==> src/verilog/mem_system_cfg.svh <==
// Memory system configuration
// Address map, bus widths, L2 geometry and core count
`ifndef MEM_SYSTEM_CFG_SVH
`define MEM_SYSTEM_CFG_SVH

// Host port
`define MS_ADDR_WIDTH 32
`define MS_DATA_WIDTH 32

// L2 memory geometry, 4 KiB in total
`define MS_NUM_L2_BANKS  4
`define MS_L2_BANK_WORDS 256
`define MS_L2_BASE       32'h8000_0000

// Control register window
`define MS_CTRL_BASE         32'h4000_0000
`define MS_CTRL_SIZE         32'h0000_1000
`define MS_CTRL_OFFSET_WIDTH 12

// Cluster description reported through the control registers
`define MS_NUM_CORES 8
`define MS_TCDM_BASE 32'h0000_0000
`define MS_TCDM_SIZE 32'h0010_0000

`endif

==> src/verilog/mem_system_pkg.sv <==
// Memory system types
// Widths of the host port, the target offsets and the decoded region
`include "mem_system_cfg.svh"

package mem_system_pkg;

  // Host request fields
  typedef logic [`MS_ADDR_WIDTH-1:0]   addr_t;
  typedef logic [`MS_DATA_WIDTH-1:0]   data_t;
  typedef logic [`MS_DATA_WIDTH/8-1:0] strb_t;

  // Word offset inside the L2 region
  typedef logic [$clog2(`MS_NUM_L2_BANKS * `MS_L2_BANK_WORDS)-1:0] l2_addr_t;

  // Byte offset inside the control window
  typedef logic [`MS_CTRL_OFFSET_WIDTH-1:0] ctrl_offset_t;

  typedef logic [`MS_NUM_CORES-1:0] core_mask_t;  // One bit per core

  // Target selected by the address decode
  typedef enum logic [1:0] {
    REGION_NONE = 2'd0,
    REGION_L2   = 2'd1,
    REGION_CTRL = 2'd2
  } region_e;

endpackage

==> src/verilog/ctrl_registers.sv <==
`timescale 1ns/1ps
`include "mem_system_cfg.svh"

// Control and status registers
// End-of-computation flag, core wake-up pulse and memory description
module ctrl_registers
  import mem_system_pkg::*;
(
  input  logic         clk_i,
  input  logic         rst_n_i,
  input  logic         req_i,
  input  logic         we_i,
  input  ctrl_offset_t offset_i,
  input  data_t        wdata_i,
  output data_t        rdata_o,
  output logic         eoc_valid_o,
  output core_mask_t   wake_up_o
);

  // Register map
  localparam ctrl_offset_t OFF_EOC        = ctrl_offset_t'('h00);
  localparam ctrl_offset_t OFF_WAKE_UP    = ctrl_offset_t'('h04);
  localparam ctrl_offset_t OFF_TCDM_START = ctrl_offset_t'('h08);
  localparam ctrl_offset_t OFF_TCDM_END   = ctrl_offset_t'('h0C);
  localparam ctrl_offset_t OFF_NUM_CORES  = ctrl_offset_t'('h10);

  // Read-only values
  localparam data_t TCDM_START = `MS_TCDM_BASE;
  localparam data_t TCDM_END   = `MS_TCDM_BASE + `MS_TCDM_SIZE;
  localparam data_t CORE_COUNT = data_t'(`MS_NUM_CORES);

  data_t      eoc_q;
  core_mask_t wake_up_q;
  data_t      rdata_q;
  data_t      read_value;
  logic       wr_eoc;
  logic       wr_wake_up;

  assign wr_eoc     = req_i && we_i && (offset_i == OFF_EOC);
  assign wr_wake_up = req_i && we_i && (offset_i == OFF_WAKE_UP);

  // End of computation, bit 0 is the valid flag
  always_ff @(posedge clk_i) begin
    if (!rst_n_i) begin
      eoc_q <= '0;
    end else if (wr_eoc) begin
      eoc_q <= wdata_i;
    end
  end

  // Wake-up lasts a single cycle after the write
  always_ff @(posedge clk_i) begin
    if (!rst_n_i) begin
      wake_up_q <= '0;
    end else if (wr_wake_up) begin
      wake_up_q <= (wdata_i == '1) ? '1 : core_mask_t'(wdata_i); // All ones wakes every core
    end else begin
      wake_up_q <= '0;
    end
  end

  always_comb begin
    case (offset_i)
      OFF_EOC:        read_value = eoc_q;
      OFF_TCDM_START: read_value = TCDM_START;
      OFF_TCDM_END:   read_value = TCDM_END;
      OFF_NUM_CORES:  read_value = CORE_COUNT;
      default:        read_value = '0;  // Wake-up and unmapped offsets
    endcase
  end

  always_ff @(posedge clk_i) begin
    if (req_i && !we_i) begin
      rdata_q <= read_value;
    end
  end

  assign rdata_o     = rdata_q;
  assign eoc_valid_o = eoc_q[0];
  assign wake_up_o   = wake_up_q;

  // No core is woken unless the wake-up register was written the cycle before
  assert property (@(posedge clk_i) disable iff (!rst_n_i)
    (wake_up_o != '0) |-> $past(wr_wake_up))
    else $error("Wake-up pulse without a preceding write");

endmodule

==> config.mk <==
export PLATFORM = sky130hd
export DESIGN_NAME = ctrl_registers
export DESIGN_NICKNAME = d
export VERILOG_FILES = /design/src/verilog/mem_system_pkg.sv /design/src/verilog/ctrl_registers.sv
export VERILOG_INCLUDE_DIRS = /design/src /design/src/verilog
export SDC_FILE = /design/constraint.sdc
export NUM_CORES = 1
export LEC_CHECK = 0
export ABC_AREA = 1
export BUFFER_PORTS_ARGS = -buffer_cell sky130_fd_sc_hd__buf_2
export CELL_PAD_IN_SITES_DETAIL_PLACEMENT = 1
export CELL_PAD_IN_SITES_GLOBAL_PLACEMENT = 1
export CORE_MARGIN = 10
export CORE_UTILIZATION = 40
export CTS_CLUSTER_DIAMETER = 60
export DETAILED_ROUTE_END_ITERATION = 10
export GPL_TIMING_DRIVEN = 0
export PLACE_DENSITY = 0.94
export SLEW_MARGIN = 0
export SYNTH_ARGS = -nofsm -noshare
export SYNTH_HDL_FRONTEND = slang
export SYNTH_SLANG_ARGS = --single-unit
==> constraint.sdc <==
create_clock -name clk_i -period 3 [get_ports clk_i]
set_clock_uncertainty 0.05 [all_clocks]
set_input_delay 0.3 -clock clk_i [delete_from_list [all_inputs] [get_ports clk_i]]
set_output_delay 0.3 -clock clk_i [all_outputs]
set_load 0.03 [all_outputs]
==> results of run 1 <==
## metal layers
layer | track usage, % | wire, um
met4 | 7.73 | 222
met3 | 5.75 | 684
met1 | 16.4 | 3580
met2 | 27.8 | 4650
met5 | 0 | 13
## logic make-up (layout without fill, tap and decap cells)
family / after synthesis / in the layout
flops: 72 / 72
buf+inv: 121 / 224
compound gates: 2 / 2
other cells: 0 / 1
simple gates: 185 / 185
## stage by stage
stage                     hold slack [ns]  std cells  util [%]
final                               0.148        583      52.2
after global routing                0.164        583      52.2
after CTS                           0.143        582      52.2
after detailed placement            0.463        566      49.6
after global placement              0.450        566      49.5
after floorplan                     0.385        380         -
## worst max-delay path by stage
stage / startpoint / endpoint / slack (ns)
6_report: rdata_o[26] / rdata_o[26] / 1.72
5_1_grt: req_i / rdata_o[25] / 1.61
4_1_cts: req_i / rdata_o[18] / 1.69
3_5_place_dp: req_i / rdata_o[9] / 1.32
3_3_place_gp: req_i / rdata_o[13] / -0.02
2_1_floorplan: req_i / rdata_o[0] / 0.84
## cell usage in the layout, fill, tap and decap left out, drive strengths merged
master / count
edfxtp: 32
nand4: 35
diode: 1
nand3b: 1
nor2: 79
o21ai: 2
nand2: 68
inv: 100
clkbuf: 16
and2: 1
clkinv: 4
buf: 103
nand3: 1
dfxtp: 40
bufinv: 1
## report_power, final
part | total, mW | internal [mW] | switching, mW
logic | 0.136 | 0.0440 | 0.0920
registers | 1.04 | 1.03 | 0.00324
clock network | 0.755 | 0.404 | 0.351
total | 1.93 | 1.48 | 0.446
## sequential cells by signal (all words and copies together), names as in the netlist
name,flops
eoc_q,32
rdata_o,32
wake_up_o,8
## final cells by class
type	count	share of cell area (%)
timing repair buffer	87	11.3
tap	99	3.22
multi-input combinational	187	21.9
buffer	20	2.93
clock buffer	12	3.77
sequential	72	45.8
inverter	101	9.85
antenna	1	0.0650
clock inverter	4	1.17
==> flow_metrics.env, run 1 <==
export IMPL_regArea_sq_um=1760
export IMPL_grt_pass1_vias=3048
export IMPL_min_to="wake_up_o[5]"
export IMPL_synth_top_family_by_area="simple AND/OR/NAND/NOR gates"
export IMPL_clock_path_buffers=2
export IMPL_final_area_sq_um=3850
export IMPL_power_density_nw_per_um2=501
export IMPL_leakage_nw=1.90
export IMPL_synth_top_area_share_pct=31.1
export IMPL_io_pins=89
export IMPL_slew_headroom_pct=34.8
export IMPL_die_area_sq_um=11600
export IMPL_cts_resized=0
export IMPL_setup_tns_ns=0
export IMPL_slowest_delay_ns=0.39
export IMPL_grt_overflow=0
export IMPL_hpwlAfterDp_mm=6.76
export IMPL_hp_class="primary input to register"
export IMPL_fmax_mhz=783
export IMPL_worstSetupEndpointType="primary output"
export IMPL_multi_input_area_sq_um=843
export IMPL_detail_route_wl_per_cell_um=15.7
export IMPL_crit_type="register to primary output"
export IMPL_grt_max_degree=33
export IMPL_reg2reg_depth=2
export IMPL_area_growth_pct=24.6
export IMPL_r2r_slack_ns=2.26
export IMPL_synthCells=380
export IMPL_ant_nets=0
export IMPL_cts_tree="built"
export IMPL_fin_ws_ns=1.72
export IMPL_p_total_mw=1.93
export IMPL_fin_crit_sh_pct=42.6
export IMPL_yosys_warnings=0
export IMPL_worstPathCellList="buf_2"
export IMPL_start_util_pct=41.9
export IMPL_synth_area_top_cells="edfxtp_1 31%, dfxtp_1 26%, inv_1 12%"
export IMPL_outcome="completed"
export IMPL_synth_compound_area_share_pct=0.324
export IMPL_core_sq_um=7370
export IMPL_period_needed_ns=1.28
export IMPL_maxCapViolCount=0
export IMPL_drtIter0Drc=109
export IMPL_fill_cells=964
export IMPL_min_path_cells=3
export IMPL_clk_transition_reported_paths_ns=0.07
export IMPL_place_port_buffers=87
export IMPL_post_cts_setup_buffers=0
export IMPL_netlist_area_sq_um=3090
export IMPL_route_detailed_drc=0
export IMPL_synth_simple_area_share_pct=26.7
export IMPL_cp_data_required_time_ns=2.65
export IMPL_synth_edf_count=32
export IMPL_clock_latency_ns=0.34
export IMPL_ir_drop_uv=254
export IMPL_die_y_um=108
export IMPL_synthFlopType="dfxtp_1"
export IMPL_cp_arrival_ns=0.93
export IMPL_antenna_found_initial=2
export IMPL_dp_slack_ns=1.32
export IMPL_post_dp_cell_area_sq_um=3660
export IMPL_avgSynthCellArea_sq_um=8.13
export IMPL_synthesis_nets=428
export IMPL_finalHoldViolCount=0
export IMPL_row_count=31
export IMPL_path_depth=1
export IMPL_place_congestion=0.815
export IMPL_tightestPinTransition_ns=0.976
export IMPL_yosysTopAreaCell="edfxtp_1"
export IMPL_crit_path_max_fanout=1
export IMPL_synthAdderAreaFrac_pct=0
export IMPL_grt_use_total_pct=15.9
export IMPL_cts_sinks=72
export IMPL_crit_buf_inv=1
export IMPL_yosysSeqAreaShare_pct=57.0
export IMPL_worstHoldStart="wdata_i[5]"
export IMPL_grt_setup_unrepaired="false"
export IMPL_drv_slew=0
export IMPL_ys_seq_elements=72
export IMPL_htreeDepth=3
export IMPL_cpLargestDelayFamily="flip-flops"
export IMPL_synth_cell_types=20
export IMPL_cts_root_buf="clkbuf_8"
export IMPL_ys_top_cells_by_count="99 x inv_1, 77 x nor2_1, 66 x nand2_1"
export IMPL_reg2reg_to="rdata_o[17]"
export IMPL_numCtsBuffers=9
export IMPL_ctsHoldBuffers=0
export IMPL_setup_viol=0
export IMPL_num_vias=2715
export IMPL_layout_drive_gt1_share_pct=25.1
export IMPL_start_kind="register"
export IMPL_r2r_start="eoc_q[17]"
export IMPL_dr_pass1_iters=4
export IMPL_vias_per_cell=4.66
export IMPL_die_w_um=108
export IMPL_grt_pass1_wl_mm=14.5
export IMPL_synth_xor_area_share_pct=0
export IMPL_async_flop_share_pct=0
export IMPL_nets=526
export IMPL_yosysMostFrequentCell="inv_1"
export IMPL_wl_mm=9.15
export IMPL_muxShareOfSynthArea_pct=0
export IMPL_slowest_stage="edfxtp_1"
No activity file was read; power rests on OpenSTA's default activity.
==> run 2: changes to the inputs <==
--- a/config.mk
+++ b/config.mk
@@ -6,16 +6,16 @@
 export SDC_FILE = /design/constraint.sdc
 export NUM_CORES = 1
 export LEC_CHECK = 0
-export ABC_AREA = 1
+export ABC_AREA = 0
 export BUFFER_PORTS_ARGS = -buffer_cell sky130_fd_sc_hd__buf_2
 export CELL_PAD_IN_SITES_DETAIL_PLACEMENT = 1
 export CELL_PAD_IN_SITES_GLOBAL_PLACEMENT = 1
 export CORE_MARGIN = 10
-export CORE_UTILIZATION = 40
+export CORE_UTILIZATION = 35
 export CTS_CLUSTER_DIAMETER = 60
 export DETAILED_ROUTE_END_ITERATION = 10
 export GPL_TIMING_DRIVEN = 0
-export PLACE_DENSITY = 0.94
+export PLACE_DENSITY = 0.85
 export SLEW_MARGIN = 0
 export SYNTH_ARGS = -nofsm -noshare
 export SYNTH_HDL_FRONTEND = slang
==> constraint.sdc (replaced) <==
create_clock -name clk_i -period 1 [get_ports clk_i]
set_clock_uncertainty 0.05 [all_clocks]
set_input_delay 0.1 -clock clk_i [delete_from_list [all_inputs] [get_ports clk_i]]
set_output_delay 0.1 -clock clk_i [all_outputs]
set_load 0.03 [all_outputs]
==> run 2 against run 1 <==
Effect of this change:
- the flow now finishes with violations (negative setup slack)
- die area grew 4.1%
- critical path type is now primary input to register
- wire length is 4.7% higher
- non-clock buffer count up 39
- via count fell by 12%
- synthesized area decreased by 8.1%
- setup slack lost 1.8 ns
- synthesized cell count down 34%
- utilization grew 8.5 points
- register-to-register slack got worse by 2.1 ns
- cell count down 15%
==> flow_metrics.env, run 2 <==
export IMPL_htreeDepth=3
export IMPL_die_area_sq_um=12100
export IMPL_die_y_um=110
export IMPL_crit_start="offset_i[3]"
export IMPL_r2r_slack_ns=0.18
export IMPL_netlist_area_sq_um=2840
export IMPL_cp_data_required_time_ns=1.20
export IMPL_fin_ws_ns=-0.111
export IMPL_hp_class="primary input to register"
export IMPL_yosysTopAreaCell="edfxtp_1"
export IMPL_start_kind="primary input"
export IMPL_finalHoldViolCount=0
export IMPL_antenna_found_initial=0
export IMPL_setup_viol=87
export IMPL_cts_root_buf="clkbuf_8"
export IMPL_setup_tns_ns=-3.06
export IMPL_wl_met3_um=605
export IMPL_avgSynthCellArea_sq_um=11.4
export IMPL_ys_seq_elements=72
export IMPL_min_to="rdata_o[23]"
export IMPL_dp_cells=439
export IMPL_reg2reg_to="rdata_o[0]"
export IMPL_worstHoldStart="offset_i[4]"
export IMPL_grt_pass1_wl_mm=14.5
export IMPL_synthCells=249
export IMPL_yosys_warnings=0
export IMPL_crit_type="primary input to register"
export IMPL_maxCapViolCount=0
export IMPL_worstSetupEndpointType="register"
export IMPL_grt_use_total_pct=15.4
export IMPL_wl_mm=9.58
export IMPL_r2r_start="eoc_q[0]"
export IMPL_top_layer_used="met4"
export IMPL_yosysMostFrequentCell="nand2_1"
export IMPL_numCtsBuffers=9
export IMPL_cts_tree="built"
export IMPL_diodes=0
export IMPL_clock_latency_ns=0.34
export IMPL_route_detailed_drc=0
export IMPL_place_congestion=0.702
export IMPL_area_growth_pct=66.8
export IMPL_row_count=32
export IMPL_instances_no_fill=496
export IMPL_drv_slew=0
export IMPL_synth_edf_count=32
export IMPL_min_path_cells=2
export IMPL_tightestPinTransition_ns=0.835
export IMPL_wl_met2_mm=5.21
export IMPL_fin_crit_sh_pct=111
export IMPL_core_sq_um=7810
export IMPL_leakage_nw=1.83
export IMPL_ys_top_cells_by_count="66 x nand2_1, 40 x dfxtp_1, 32 x edfxtp_1, 32 x mux2i_1, 30 x nor3b_1"
export IMPL_yosysSeqAreaShare_pct=62.0
export IMPL_grt_max_degree=17
export IMPL_grt_setup_unrepaired="true"
export IMPL_outcome="finished with violations"
export IMPL_vias_per_cell=4.79
export IMPL_failed_checks="negative setup slack"
export IMPL_grt_pass1_vias=2708
export IMPL_start_util_pct=36.4
export IMPL_wl_met1_mm=3.69
export IMPL_layout_commonest_cell="nand2_1"
export IMPL_fmax_mhz=900
export IMPL_synth_top_area_share_pct=33.8
export IMPL_async_flop_share_pct=0
export IMPL_hpwlAfterDp_mm=5.70
export IMPL_synth_area_top_cells="edfxtp_1 34%, dfxtp_1 28%, mux2i_1 11%"
export IMPL_drtIter0Drc=56
export IMPL_nets=438
export IMPL_num_vias=2376
export IMPL_place_port_buffers=88
export IMPL_reg2reg_depth=1
export IMPL_clock_path_buffers=2
export IMPL_holdWs_ns=0.0336
export IMPL_ant_nets=0
export IMPL_ir_drop_uv=623
export IMPL_synthesis_nets=297
export IMPL_cp_arrival_ns=1.31
export IMPL_final_cell_mix="66 x nand2_1, 44 x buf_6, 40 x buf_2"
export IMPL_p_total_mw=6.34
export IMPL_io_pins=89
export IMPL_dr_pass1_iters=4
export IMPL_fill_cells=783
export IMPL_die_w_um=110
export IMPL_grt_overflow=0
export IMPL_clk_transition_reported_paths_ns=0.07
export IMPL_layout_drive_gt1_share_pct=42.6
export IMPL_synth_cell_types=20
export IMPL_power_density_nw_per_um2=1340
export IMPL_cts_sinks=72
export IMPL_period_needed_ns=1.11
export IMPL_crit_path_max_fanout=7
export IMPL_detail_route_wl_per_cell_um=19.3
export IMPL_slew_headroom_pct=44.3
export IMPL_synthFlopType="dfxtp_1"
run 2: cell count changes in the layout (fill, tap and decap cells not counted), sizes merged, moves of 3 or more:
cell	previous run	this run
nand4	35	2
dlygate4sd3	0	32
nor2	79	5
nor3b	0	30
clkbuf	16	25
inv	100	8
mux2i	0	32
buf	103	99
nor3	0	9
nor2b	0	3
run 2: cells by family (layout without fill, tap and decap cells):
| family | Yosys count | count (layout) | synth area share [%] |
|---|---|---|---|
| and+or+nand+nor | 119 | 120 | 21.3 |
| DFF | 72 | 72 | 62.0 |
| muxes | 32 | 32 | 11.3 |
| buffers and inverters | 25 | 169 | 5.24 |
| AOI/OAI and AO/OA | 1 | 1 | 0.176 |
run 2: area by class of cell:
| cell class | count | area (sq um) | area share (%) |
|---|---|---|---|
| flip-flops and latches | 72 | 1770 | 37.3 |
| repair buffers | 129 | 1210 | 25.6 |
| multi-input cells | 153 | 1190 | 25.2 |
| plain buffers | 17 | 190 | 4.01 |
| clock buffers | 10 | 138 | 2.90 |
| well taps | 102 | 128 | 2.69 |
| clock inverters | 5 | 81.3 | 1.72 |
| inverters | 8 | 30.0 | 0.634 |
run 2: critical path, cell delays in order:
cell and delay [ns]:
buf_2 0.13, nor4bb_4 0.29, and4_4 0.27, buf_12 0.15, buf_16 0.13, mux2i_1 0.23
run 2: stage by stage:
stage                     utilization, %  worst slack (ns)  cell area [sq um]
after floorplan                        -            -0.150               2930
after global placement              44.8            -0.483               3500
after detailed placement            44.8            -0.521               3500
after CTS                           57.3           -0.0800               4480
after global routing                60.7            -0.160               4740
final                               60.7            -0.111               4740
run 2: layer usage:
layer | track usage (%) | vias to the layer above
met5 | 0 | -
met4 | 3.35 | 0
met3 | 5.05 | 8
met2 | 28.8 | 73
met1 | 16.5 | 1159
li1 | - | 1136
run 2: what timing repair did:
action | 4_1_cts | 5_1_grt
setup endpoints to repair | 135 | 108
hold buffers | 32 | 0
cloned | 3 | 4
endpoints found under the hold margin | 40 | 0
resized for setup | 107 | 38
buffers inserted | 3 | 0
pin swaps | 4 | 5
run 2: worst max path at each step:
stage / end / cells after the start
floorplan: eoc_q[0] / 5
global placement: rdata_o[25] / 5
detailed placement: rdata_o[13] / 5
CTS: rdata_o[0] / 1
global route: eoc_q[14] / 6
finish: eoc_q[14] / 6
run 2: power by group:
part           switching [mW]  internal (mW)
Clock                    1.11           1.46
Sequential             0.0219           3.11
Combinational           0.346          0.297
