**src/verilog/mem_system_cfg.svh**
```systemverilog
// Memory system configuration
// Address map, bus widths, L2 geometry and core count
`ifndef MEM_SYSTEM_CFG_SVH
`define MEM_SYSTEM_CFG_SVH

// Host port
`define MS_ADDR_WIDTH 32
`define MS_DATA_WIDTH 32

// L2 memory geometry, 4 KiB in total
`define MS_NUM_L2_BANKS  4
`define MS_L2_BANK_WORDS 256
`define MS_L2_BASE       32'h8000_0000

// Control register window
`define MS_CTRL_BASE         32'h4000_0000
`define MS_CTRL_SIZE         32'h0000_1000
`define MS_CTRL_OFFSET_WIDTH 12

// Cluster description reported through the control registers
`define MS_NUM_CORES 8
`define MS_TCDM_BASE 32'h0000_0000
`define MS_TCDM_SIZE 32'h0010_0000

`endif

```
**src/verilog/mem_system_pkg.sv**
```systemverilog
// Memory system types
// Widths of the host port, the target offsets and the decoded region
`include "mem_system_cfg.svh"

package mem_system_pkg;

  // Host request fields
  typedef logic [`MS_ADDR_WIDTH-1:0]   addr_t;
  typedef logic [`MS_DATA_WIDTH-1:0]   data_t;
  typedef logic [`MS_DATA_WIDTH/8-1:0] strb_t;

  // Word offset inside the L2 region
  typedef logic [$clog2(`MS_NUM_L2_BANKS * `MS_L2_BANK_WORDS)-1:0] l2_addr_t;

  // Byte offset inside the control window
  typedef logic [`MS_CTRL_OFFSET_WIDTH-1:0] ctrl_offset_t;

  typedef logic [`MS_NUM_CORES-1:0] core_mask_t;  // One bit per core

  // Target selected by the address decode
  typedef enum logic [1:0] {
    REGION_NONE = 2'd0,
    REGION_L2   = 2'd1,
    REGION_CTRL = 2'd2
  } region_e;

endpackage

```
**src/verilog/mem_router.sv**
```systemverilog
`timescale 1ns/1ps
`include "mem_system_cfg.svh"

// Request router of the memory system
// Decodes the host address, steers the strobe and merges the responses
module mem_router
  import mem_system_pkg::*;
(
  input  logic         clk_i,
  input  logic         rst_n_i,
  // Host request
  input  logic         req_i,
  input  logic         we_i,
  input  addr_t        addr_i,
  input  data_t        wdata_i,
  input  strb_t        strb_i,
  // L2 memory
  output logic         l2_req_o,
  output logic         l2_we_o,
  output l2_addr_t     l2_addr_o,
  output data_t        l2_wdata_o,
  output strb_t        l2_strb_o,
  input  data_t        l2_rdata_i,
  // Control registers
  output logic         ctrl_req_o,
  output logic         ctrl_we_o,
  output ctrl_offset_t ctrl_offset_o,
  output data_t        ctrl_wdata_o,
  input  data_t        ctrl_rdata_i,
  // Host response
  output logic         rvalid_o,
  output data_t        rdata_o,
  output logic         err_o
);

  localparam int unsigned BYTE_BITS = $clog2(`MS_DATA_WIDTH / 8);
  localparam int unsigned L2_BYTES  = `MS_NUM_L2_BANKS * `MS_L2_BANK_WORDS * (`MS_DATA_WIDTH / 8);

  localparam addr_t L2_BASE   = `MS_L2_BASE;
  localparam addr_t L2_END    = `MS_L2_BASE + L2_BYTES;
  localparam addr_t CTRL_BASE = `MS_CTRL_BASE;
  localparam addr_t CTRL_END  = `MS_CTRL_BASE + `MS_CTRL_SIZE;

  region_e region_d;
  region_e region_q;
  logic    valid_q;
  logic    write_q;

  // Each window holds its base but not base plus size
  always_comb begin
    region_d = REGION_NONE;
    if ((addr_i >= L2_BASE) && (addr_i < L2_END)) begin
      region_d = REGION_L2;
    end else if ((addr_i >= CTRL_BASE) && (addr_i < CTRL_END)) begin
      region_d = REGION_CTRL;
    end
  end

  // Strobe goes to one target at most, unmapped requests reach none
  assign l2_req_o      = req_i && (region_d == REGION_L2);
  assign l2_we_o       = we_i;
  assign l2_addr_o     = l2_addr_t'((addr_i - L2_BASE) >> BYTE_BITS);
  assign l2_wdata_o    = wdata_i;
  assign l2_strb_o     = strb_i;

  assign ctrl_req_o    = req_i && (region_d == REGION_CTRL);
  assign ctrl_we_o     = we_i;
  assign ctrl_offset_o = ctrl_offset_t'(addr_i - CTRL_BASE);
  assign ctrl_wdata_o  = wdata_i;

  always_ff @(posedge clk_i) begin
    if (!rst_n_i) begin
      valid_q  <= 1'b0;
      region_q <= REGION_NONE;
      write_q  <= 1'b0;
    end else begin
      valid_q <= req_i;  // Every request is answered
      if (req_i) begin
        region_q <= region_d;
        write_q  <= we_i;
      end
    end
  end

  // Response merge, writes and errors return zero data
  always_comb begin
    rdata_o = '0;
    if (valid_q && !write_q) begin
      case (region_q)
        REGION_L2:   rdata_o = l2_rdata_i;
        REGION_CTRL: rdata_o = ctrl_rdata_i;
        default:     rdata_o = '0;
      endcase
    end
  end

  assign rvalid_o = valid_q;
  assign err_o    = valid_q && (region_q == REGION_NONE);

  // An error answers a request of the previous cycle whose strobe reached no target
  assert property (@(posedge clk_i) disable iff (!rst_n_i)
    err_o |-> (rvalid_o && $past(req_i && !l2_req_o && !ctrl_req_o)))
    else $error("Error flag without an unrouted request before it");

endmodule

```
**config.mk**
```make
export PLATFORM = sky130hd
export DESIGN_NAME = mem_router
export DESIGN_NICKNAME = d
export VERILOG_FILES = /design/src/verilog/mem_system_pkg.sv /design/src/verilog/mem_router.sv
export VERILOG_INCLUDE_DIRS = /design/src /design/src/verilog
export SDC_FILE = /design/constraint.sdc
export NUM_CORES = 1
export LEC_CHECK = 0
export ABC_AREA = 1
export ABC_CLOCK_PERIOD_IN_PS = 1450
export BUFFER_PORTS_ARGS = -buffer_cell sky130_fd_sc_hd__clkbuf_2
export CORE_AREA = 2 2 103 105
export CTS_CLUSTER_SIZE = 14
export DETAILED_ROUTE_END_ITERATION = 8
export DIE_AREA = 0 0 105 107
export PLACE_DENSITY = 0.6
export SYNTH_ARGS = -nofsm -noshare
export SYNTH_HDL_FRONTEND = slang
export SYNTH_SLANG_ARGS = --single-unit
```
**constraint.sdc**
```tcl
create_clock -name clk_i -period 1.45 [get_ports clk_i]
set_clock_uncertainty 0.05 [all_clocks]
set_input_delay 0.0725 -clock clk_i [delete_from_list [all_inputs] [get_ports clk_i]]
set_output_delay 0.0725 -clock clk_i [all_outputs]
set_load 0.005 [all_outputs]
```
==> results of run 1 <==
-- what timing repair did --
| item | CTS | global route |
|---|---|---|
| resized for setup | 19 | 44 |
| gates cloned | 1 | 3 |
| buffers inserted | 1 | 1 |
| endpoints found under the setup margin | 32 | 32 |
| pin swaps | 0 | 0 |
-- path summary, 6_finish.rpt --
kind              cells past startpoint                  endpoint  slack (ps)
setup / recovery                      7               rdata_o[16]        -140
hold / removal                        3       rvalid_o$_SDFF_PN0_          30
setup reg to reg                      3  region_q[0]$_SDFFE_PN0P_         710
hold reg to reg                       2      write_q$_SDFFE_PN0P_         440
-- state kept, by name, summed over array words and instances (netlist names) --
name	cells
region_q	2
rvalid_o	1
write_q	1
-- cell families (layout without fill, tap and decap cells) --
| family | count (synthesis) | after routing | share of synthesized area |
|---|---|---|---|
| AO/OA/AOI/OAI | 35 | 35 | 0.1239 |
| buffers and inverters | 109 | 150 | 0.5303 |
| flip-flops | 4 | 4 | 0.05546 |
| adder cells (fa/ha/maj) | 3 | 3 | 0.02600 |
| AND/OR/NAND/NOR | 92 | 92 | 0.2643 |
-- per-layer routing --
| layer | vias up | share of wire |
|---|---|---|
| met5 | - | 0 |
| met1 | 624 | 0.37 |
| met2 | 131 | 0.48 |
| met4 | 0 | 0.054 |
| met3 | 38 | 0.10 |
| li1 | 748 | - |
-- critical path: cells and delay by family (launching register included) --
family          cells  cell delay (ps)
simple gates        1               80
buf+inv             4              490
fa+ha+maj           1              250
flops               1              320
compound gates      1              110
-- power groups by stage --
| stage | Clock [mW] | Combinational (mW) | Sequential [mW] |
|---|---|---|---|
| after floorplan | 0 | 0.226 | 0.117 |
| after global placement | 0 | 0.148 | 0.118 |
| after detailed placement | 0 | 0.148 | 0.118 |
| after CTS | 0.237 | 0.149 | 0.116 |
| after global routing | 0.242 | 0.164 | 0.117 |
| final | 0.231 | 0.147 | 0.116 |
-- metrics by stage --
stage               instances  area [sq um]
detailed placement        411          1589
floorplan                 243          1444
CTS                       416          1714
finish                    420          1892
global route              420          1892
global placement          411          1589
-- cells in the final DEF (no fill, tap or decap) --
cell	count
sky130_fd_sc_hd__clkbuf_2	107
sky130_fd_sc_hd__clkbuf_8	3
sky130_fd_sc_hd__ha_4	2
sky130_fd_sc_hd__buf_12	2
sky130_fd_sc_hd__nand3_1	1
sky130_fd_sc_hd__buf_6	6
sky130_fd_sc_hd__nand3b_1	2
sky130_fd_sc_hd__dfxtp_2	2
sky130_fd_sc_hd__dfxtp_1	2
sky130_fd_sc_hd__o21ai_0	1
sky130_fd_sc_hd__buf_4	4
sky130_fd_sc_hd__nand3_2	2
sky130_fd_sc_hd__ha_1	1
sky130_fd_sc_hd__clkbuf_16	2
sky130_fd_sc_hd__inv_2	3
sky130_fd_sc_hd__nand2_1	71
sky130_fd_sc_hd__and2_1	1
sky130_fd_sc_hd__a21oi_4	3
sky130_fd_sc_hd__buf_2	18
sky130_fd_sc_hd__nor2_1	10
sky130_fd_sc_hd__a21oi_2	27
sky130_fd_sc_hd__a21oi_1	4
sky130_fd_sc_hd__nor2_2	5
sky130_fd_sc_hd__inv_1	5
-- layout make-up --
cell class	instances	area, sq um	share of cell area
sequential	4	82.58	0.04365
inverter	8	30.03	0.01587
multi-input combinational	130	754.5	0.3988
tap	136	170.2	0.08995
timing repair buffer	139	813.3	0.4299
clock buffer	3	41.29	0.02183
==> run summary, run 1 <==
The run gives 0 as the number of antenna violations at the first check in global routing. The CTS H-tree depth is 1. Ranked by total cell area, the synthesized netlist is headed by sky130_fd_sc_hd__buf_4, sky130_fd_sc_hd__nand2_1, sky130_fd_sc_hd__a21oi_1. After global routing, the most crowded layer is met2.

Setup repair after global routing could not meet its margin everywhere. The tools report the number of fill cells in the layout as 1,185. The run gives 0.467 as the share of total power in the clock network. The final number of max-transition violations was 0. After the first detailed-routing iteration, the DRC count stood at 45.

The tools report the initial cell density of the core as 0.1431. In the synthesized netlist the dominant register cell turns out to be sky130_fd_sc_hd__dfxtp_1. Clock root buffer: sky130_fd_sc_hd__clkbuf_8. The count of mapped cells out of synthesis came out at 243. The met3 capacity usage during global routing was 0.02371. When the netlist entered floorplanning its net count stood at 382. The critical path is of the register to output port type.

The library cell contributing the largest single delay on the critical path was sky130_fd_sc_hd__dfxtp_2. Number of cell rows: 37. Subtracting the final worst setup slack from the clock period gives 1588 ps. The clock latency at the later pin of the worst-skew pair was 210 ps; the floorplan die width was 105 um. The smallest hold slack is 25.35 ps, and the count of hold buffers inserted by post-cts repair is 0. Adding up every negative setup slack in the final design gives -3493 ps. The run gives 16 as the unique cell type count in the Yosys netlist.

The critical path goes through inv_2 > ha_4 > nand3b_1 > buf_6 > clkbuf_16 > a21oi_2 > buf_2. Number of antenna diodes: 0. The floorplan step defined a core boundary enclosing 10,090 sq um. Clock tree synthesis inserted a total of 3 buffers. The combined global-route utilization of all metal layers is 0.07588, and the met1 usage in global routing is 0.07516. STA classifies the critical path endpoint as an output port. Before antenna repair, the detailed router went through 3 iterations. A synthesized cell averages 5.942 sq um. Summed over all layers, the global routing overflow is 0. The setup slack after layout is -137.5 ps, and the fraction of layout cells with a size suffix above 1 is 0.6549. The startpoint identified for the worst register-to-register timing path is region_q[0]$_SDFFE_PN0P_. The post-route antenna net violation count was 0; the proportion of synthesized flip-flops having asynchronous set or reset was 0. Class of the worst hold path: primary input to register. The net count of the finished layout is 425. Yosys instantiated no cell more often than sky130_fd_sc_hd__buf_4. The clock drives 4 sinks. The post-route fraction of the period consumed by the critical path works out to 1.095. Buffers placed on the I/O ports in this run total 125. In this run the deepest clock path goes through 2 buffers. The critical path launch point is region_q[0]$_SDFFE_PN0P_. Relative to the synthesized area, the layout overhead comes to 31.02%. The tools report the internal power contribution as 0.3862 mW.

After detailed routing, the number of vias per cell comes to 3.669. The overall die area was 11,240 sq um. The cell type with the highest aggregate area in the netlist is sky130_fd_sc_hd__buf_4. Pin placement for this block handled 264 I/O pins. Wire length of the first global-routing pass: 6644 um.

The logs give 0.297 for the combinational share of power and 1444 sq um for the summed instance area of the synthesized netlist. In the final routed layout, each cell accounts on average for 12.67 um. The clock slew at the register clock pins of the worst setup and hold paths is 30 ps, and the power share of the sequential group is 0.235. The yosys synthesis warning count is 0, and the maximum single-stage delay on the critical path is 320 ps. The number of global-route vias before repair is 1,356. The number of failing setup endpoints in the final timing report is 32. The via count is 1,541. For the half-perimeter wire length after placement, the log shows 3733 um. The tools report the post-synthesis sequential area ratio as 0.05546. Total power for the finished layout comes to 0.4942 mW. Number of enable-type register cells in the synthesized netlist: 0. The worst slack at placement was 62.79 ps; the utilization after layout was 0.1875.

VDD sags by at most 234.0 uV. The largest fanout on the critical path is 6. Startpoint of the lowest-slack hold path: rst_n_i. The area share of the largest cell type after synthesis came out at 0.4783. The tool flagged a number of max-cap violations equal to 0. The logs give 0 for the detailed-route DRC error count and 0.1340 for the met2 track utilization from global routing.

The worst setup path is launched from a register. At the worst endpoint, the required time is 1330 ps. After detailed routing, the total wire length is 5323 um. At the worst endpoint, the arrival time is 1470 ps. By count the netlist is led by sky130_fd_sc_hd__buf_4, sky130_fd_sc_hd__nand2_1, sky130_fd_sc_hd__a21oi_1.

The fraction of power spent switching nets is 0.2185. The flow ran to the end, but the final reports show violations. Based on the critical path, the design can be clocked at up to 0.6299 GHz. The total net switching power is 0.1080 mW. TritonCTS built the clock tree.

For this design the static power due to leakage is 0.8427 nW. The checks that failed: negative setup slack. For the pin with the worst max-slew slack, the measured transition is 130.8 ps. For this design the ratio of total power to cell area is 261.2 nW/um^2. Entering global routing, the biggest net connects 25 pins. The congestion estimate from routability-driven global placement came to 0.6996. The die is 107 um tall.

For the tightest slew margin relative to the limit, the log shows 0.9119. In this run, synthesis produced a sequential element count of 4. The run gives 0 as the final hold violation count.
Note: power is estimated with default switching activity, not from simulation.
==> run 2, diff against run 1 <==
--- a/config.mk
+++ b/config.mk
@@ -8,7 +8,7 @@
 export LEC_CHECK = 0
 export ABC_AREA = 1
 export ABC_CLOCK_PERIOD_IN_PS = 1450
-export BUFFER_PORTS_ARGS = -buffer_cell sky130_fd_sc_hd__clkbuf_2
+export BUFFER_PORTS_ARGS = -buffer_cell sky130_fd_sc_hd__buf_4
 export CORE_AREA = 2 2 103 105
 export CTS_CLUSTER_SIZE = 14
 export DETAILED_ROUTE_END_ITERATION = 8
==> run 2 against run 1 <==
  * Cell area increased by 20%
  * Via count is 2.9% higher
  * The flow still finishes with violations (negative setup slack)
  * Register-to-register slack improved by 20 ps
  * Worst setup slack worse by 46 ps
  * Largest power group unchanged
  * Wire length grew 6.2%
  * First-iteration DRC count decreased by 11%
==> run summary, run 2 (same netlist as run 1, synthesis figures left out) <==
The largest fanout on the critical path is 7 (+1). The depth of the worst register-to-register path came out at 3 (unchanged). The tools report the worst hold endpoint as rvalid_o$_SDFF_PN0_. The clock latency at the later pin of the worst-skew pair is 220 ps (about the same), and the remaining global-route overflow is 0 (unchanged). The data required time of the worst path was 1330 ps (about the same). The signal on the critical path passes through inv_2 > ha_4 > nand3b_1 > buf_6 > buf_12 > a21oi_2 > buf_4. The overall die area was 11,240 sq um (unchanged); the initial cell density of the core was 0.1431 (unchanged).

The floorplan die width was 105 um (unchanged). The worst hold path cell count was 3 (unchanged). For this design, the slowest cell found on the critical path is sky130_fd_sc_hd__dfxtp_2. The instance area at placement was 1914 sq um (+20%); the leakage power was 0.9288 nW (+10%). The total negative setup slack was -4968 ps (-1475 ps). The tools report the detailed-route DRC error count as 0 (unchanged). The final reports fail on negative setup slack.

The logs give 2277 sq um (+20%) for the cell area after layout and 183.1 uV (-22%) for the maximum resistive drop on vdd. The number of top-level pins came out at 264 (unchanged). The number of flip-flops under the largest register name was 2 (unchanged); the tightest slew margin relative to the limit was 0.8998 (-0.01206). The count of input and output buffers was 125 (unchanged). The fraction of layout cells with a size suffix above 1 was 0.6596 (+0.004720); the die extent in y was 107 um (unchanged). The maximum count of clock buffers along a single path is 2 (unchanged), and the layout net count is 426 (+0.24%).

The arrival time at the worst endpoint came out at 1510 ps (+40 ps). In the layout the commonest cells are sky130_fd_sc_hd__buf_4, sky130_fd_sc_hd__nand2_1, sky130_fd_sc_hd__a21oi_2. TritonCTS built the clock tree.

The terminus of the critical flop-to-flop path is region_q[0]$_SDFFE_PN0P_. The CTS H-tree depth is 1 (unchanged). The worst register-to-register path begins at region_q[0]$_SDFFE_PN0P_. The combined global-route utilization of all metal layers came out at 0.09486 (+0.01898). The worst hold path begins at req_i. The number of fill cells in the layout is 1,140 (-3.8%), and the number of iterations in the first detailed-routing pass is 3 (unchanged). STA classifies the critical path startpoint as a register. The number of buffers inserted during clock tree synthesis came out at 3 (unchanged). The logs give 8238 um (+24%) for the wire length of the first global-routing pass and 5653 um (+6.2%) for the total detailed-routing wirelength. The tools report the number of cell rows as 37 (unchanged).

The kind of cell with the highest combined delay along the critical path is buffers and inverters. For the smallest hold slack, the log shows 24.26 ps (-1.091 ps). The reg2reg setup slack came out at 730 ps (+20 ps). Core region area: 10,090 sq um (unchanged). For the number of antenna diodes, the log shows 0 (unchanged). The count of buffering cells on the critical path with inverters included was 4 (unchanged); the final critical path time including I/O delays and setup was 1633 ps (+45.53 ps). The register with the most flip-flops in the final layout is region_q. For the post-route antenna net violation count, the log shows 0 (unchanged). The clock root buffer was sky130_fd_sc_hd__clkbuf_8.

The class of the most critical setup path was register to output port. The final weighted congestion in routability-driven placement is 0.6740 (-3.7%). The final hold violation count came out at 0 (unchanged).

Count of maximum capacitance violations: 0 (unchanged). STA classifies the critical path endpoint as an output port. Setup repair after global routing could not meet its margin everywhere. Number of global-route vias before repair: 1,640 (+21%). The number of failing setup endpoints in the final timing report came out at 32 (unchanged).

The total power divided by cell area works out to 251.3 nW/um^2 (-3.8%). Number of antenna violations at the first check in global routing: 0 (unchanged). The transition time at the pin with the least slew margin came out at 148.7 ps (+17.90 ps).

The logs give 0 (unchanged) for the final number of max-transition violations and 40 (-11%) for the starting DRC count in detailed routing. Compared with the post-synthesis result, the final layout area differs by 57.71%. The maximum single-stage delay on the critical path works out to 320 ps (about the same).

The overall power consumption was 0.5722 mW (+16%). The final routed wire length divided by cell count is 13.43 um (+5.9%). The clock slew at the register clock pins of the worst setup and hold paths was 30 ps (about the same); the pin count of the biggest net entering global routing was 26 (+4.0%). Leaving out fill and tap cells, the most frequent cell in the layout is sky130_fd_sc_hd__buf_4.

The post-route fraction of the period consumed by the critical path is 1.126 (+0.03140). The run finished, with violations left. The logs give 4 (unchanged) for the clock sink count and -183.1 ps (-45.53 ps) for the setup slack after layout. The run gives 411 (unchanged) as the number of placed cells counting well taps. The run gives 1,586 (+2.9%) as the via count. The run gives 421 (+0.24%) as the post-layout instance count excluding filler cells. The tightest min-delay check is of the primary input to register type. The detailed-route vias per instance is 3.767 (+2.7%).

The timing-limited maximum frequency was 0.6123 GHz (-2.8%). The run gives 4029 um (+7.9%) as the half-perimeter wire length after placement.
[run 2: cell count changes in the layout (fill, tap and decap cells not counted)]
cell	before	now
sky130_fd_sc_hd__buf_16	0	3
sky130_fd_sc_hd__a21oi_2	27	28
sky130_fd_sc_hd__buf_12	2	3
sky130_fd_sc_hd__buf_6	6	9
sky130_fd_sc_hd__clkbuf_2	107	0
sky130_fd_sc_hd__a21oi_1	4	1
sky130_fd_sc_hd__clkbuf_16	2	0
sky130_fd_sc_hd__a21oi_4	3	5
sky130_fd_sc_hd__buf_2	18	0
sky130_fd_sc_hd__dlygate4sd3_1	0	1
sky130_fd_sc_hd__buf_4	4	124
sky130_fd_sc_hd__ha_1	1	2
sky130_fd_sc_hd__ha_4	2	1
[run 2: worst max-delay path by stage]
stage	from	end	slack [ps]	cells after the start
6_report	region_q[0]$_SDFFE_PN0P_	rdata_o[9]	-180	7
5_1_grt	region_q[1]$_SDFFE_PN0P_	rdata_o[9]	-240	7
4_1_cts	region_q[0]$_SDFFE_PN0P_	rdata_o[4]	-200	7
3_5_place_dp	region_q[0]$_SDFFE_PN0P_	rdata_o[4]	9	6
3_3_place_gp	region_q[0]$_SDFFE_PN0P_	rdata_o[4]	60	6
2_1_floorplan	region_q[0]$_SDFFE_PN0P_	rdata_o[10]	240	5
[run 2: final cells by class]
type / count / area (sq um) / area share
Tap cell: 136 / 170.2 / 0.07473
Inverter: 8 / 30.03 / 0.01319
Multi-Input combinational cell: 130 / 768.2 / 0.3374
Timing Repair Buffer: 140 / 1185 / 0.5203
Sequential cell: 4 / 82.58 / 0.03626
Clock buffer: 3 / 41.29 / 0.01813
[run 2: what timing repair did]
| action | in CTS | in global routing |
|---|---|---|
| setup buffers | 2 | 1 |
| hold buffers | 1 | 0 |
| pin swaps | 1 | 0 |
| setup endpoints to repair | 32 | 32 |
| endpoints found under the hold margin | 1 | 0 |
| gates cloned | 3 | 0 |
| resized for setup | 46 | 8 |
[run 2: where the power goes]
group | switching, mW | internal (mW)
Clock | 0.0612 | 0.177
Sequential | 0.00260 | 0.114
Combinational | 0.0530 | 0.164
Total | 0.117 | 0.455
[run 2: per-stage QoR]
step             util  setup slack (ps)
5_1_grt        0.2256            -240.3
2_1_floorplan       -             237.7
4_1_cts        0.2204            -198.2
3_5_place_dp   0.1897             8.712
6_report       0.2256            -183.1
3_3_place_gp   0.1897             59.25
[run 2: worst register-to-register path: cells and delay by family, from the launching register on]
| kind | cells | cell delay [ps] |
|---|---|---|
| AO/OA/AOI/OAI | 1 | 130 |
| buffers and inverters | 1 | 110 |
| flip-flops | 1 | 320 |
| AND/OR/NAND/NOR | 1 | 40 |
[run 2: routing by layer]
| metal | vias to the layer above | share of wire | track usage |
|---|---|---|---|
| met5 | - | 0 | 0 |
| met4 | 0 | 0.048 | 0.05524 |
| met3 | 32 | 0.10 | 0.03040 |
| met2 | 131 | 0.50 | 0.1725 |
| met1 | 670 | 0.35 | 0.09489 |
| li1 | 753 | - | - |
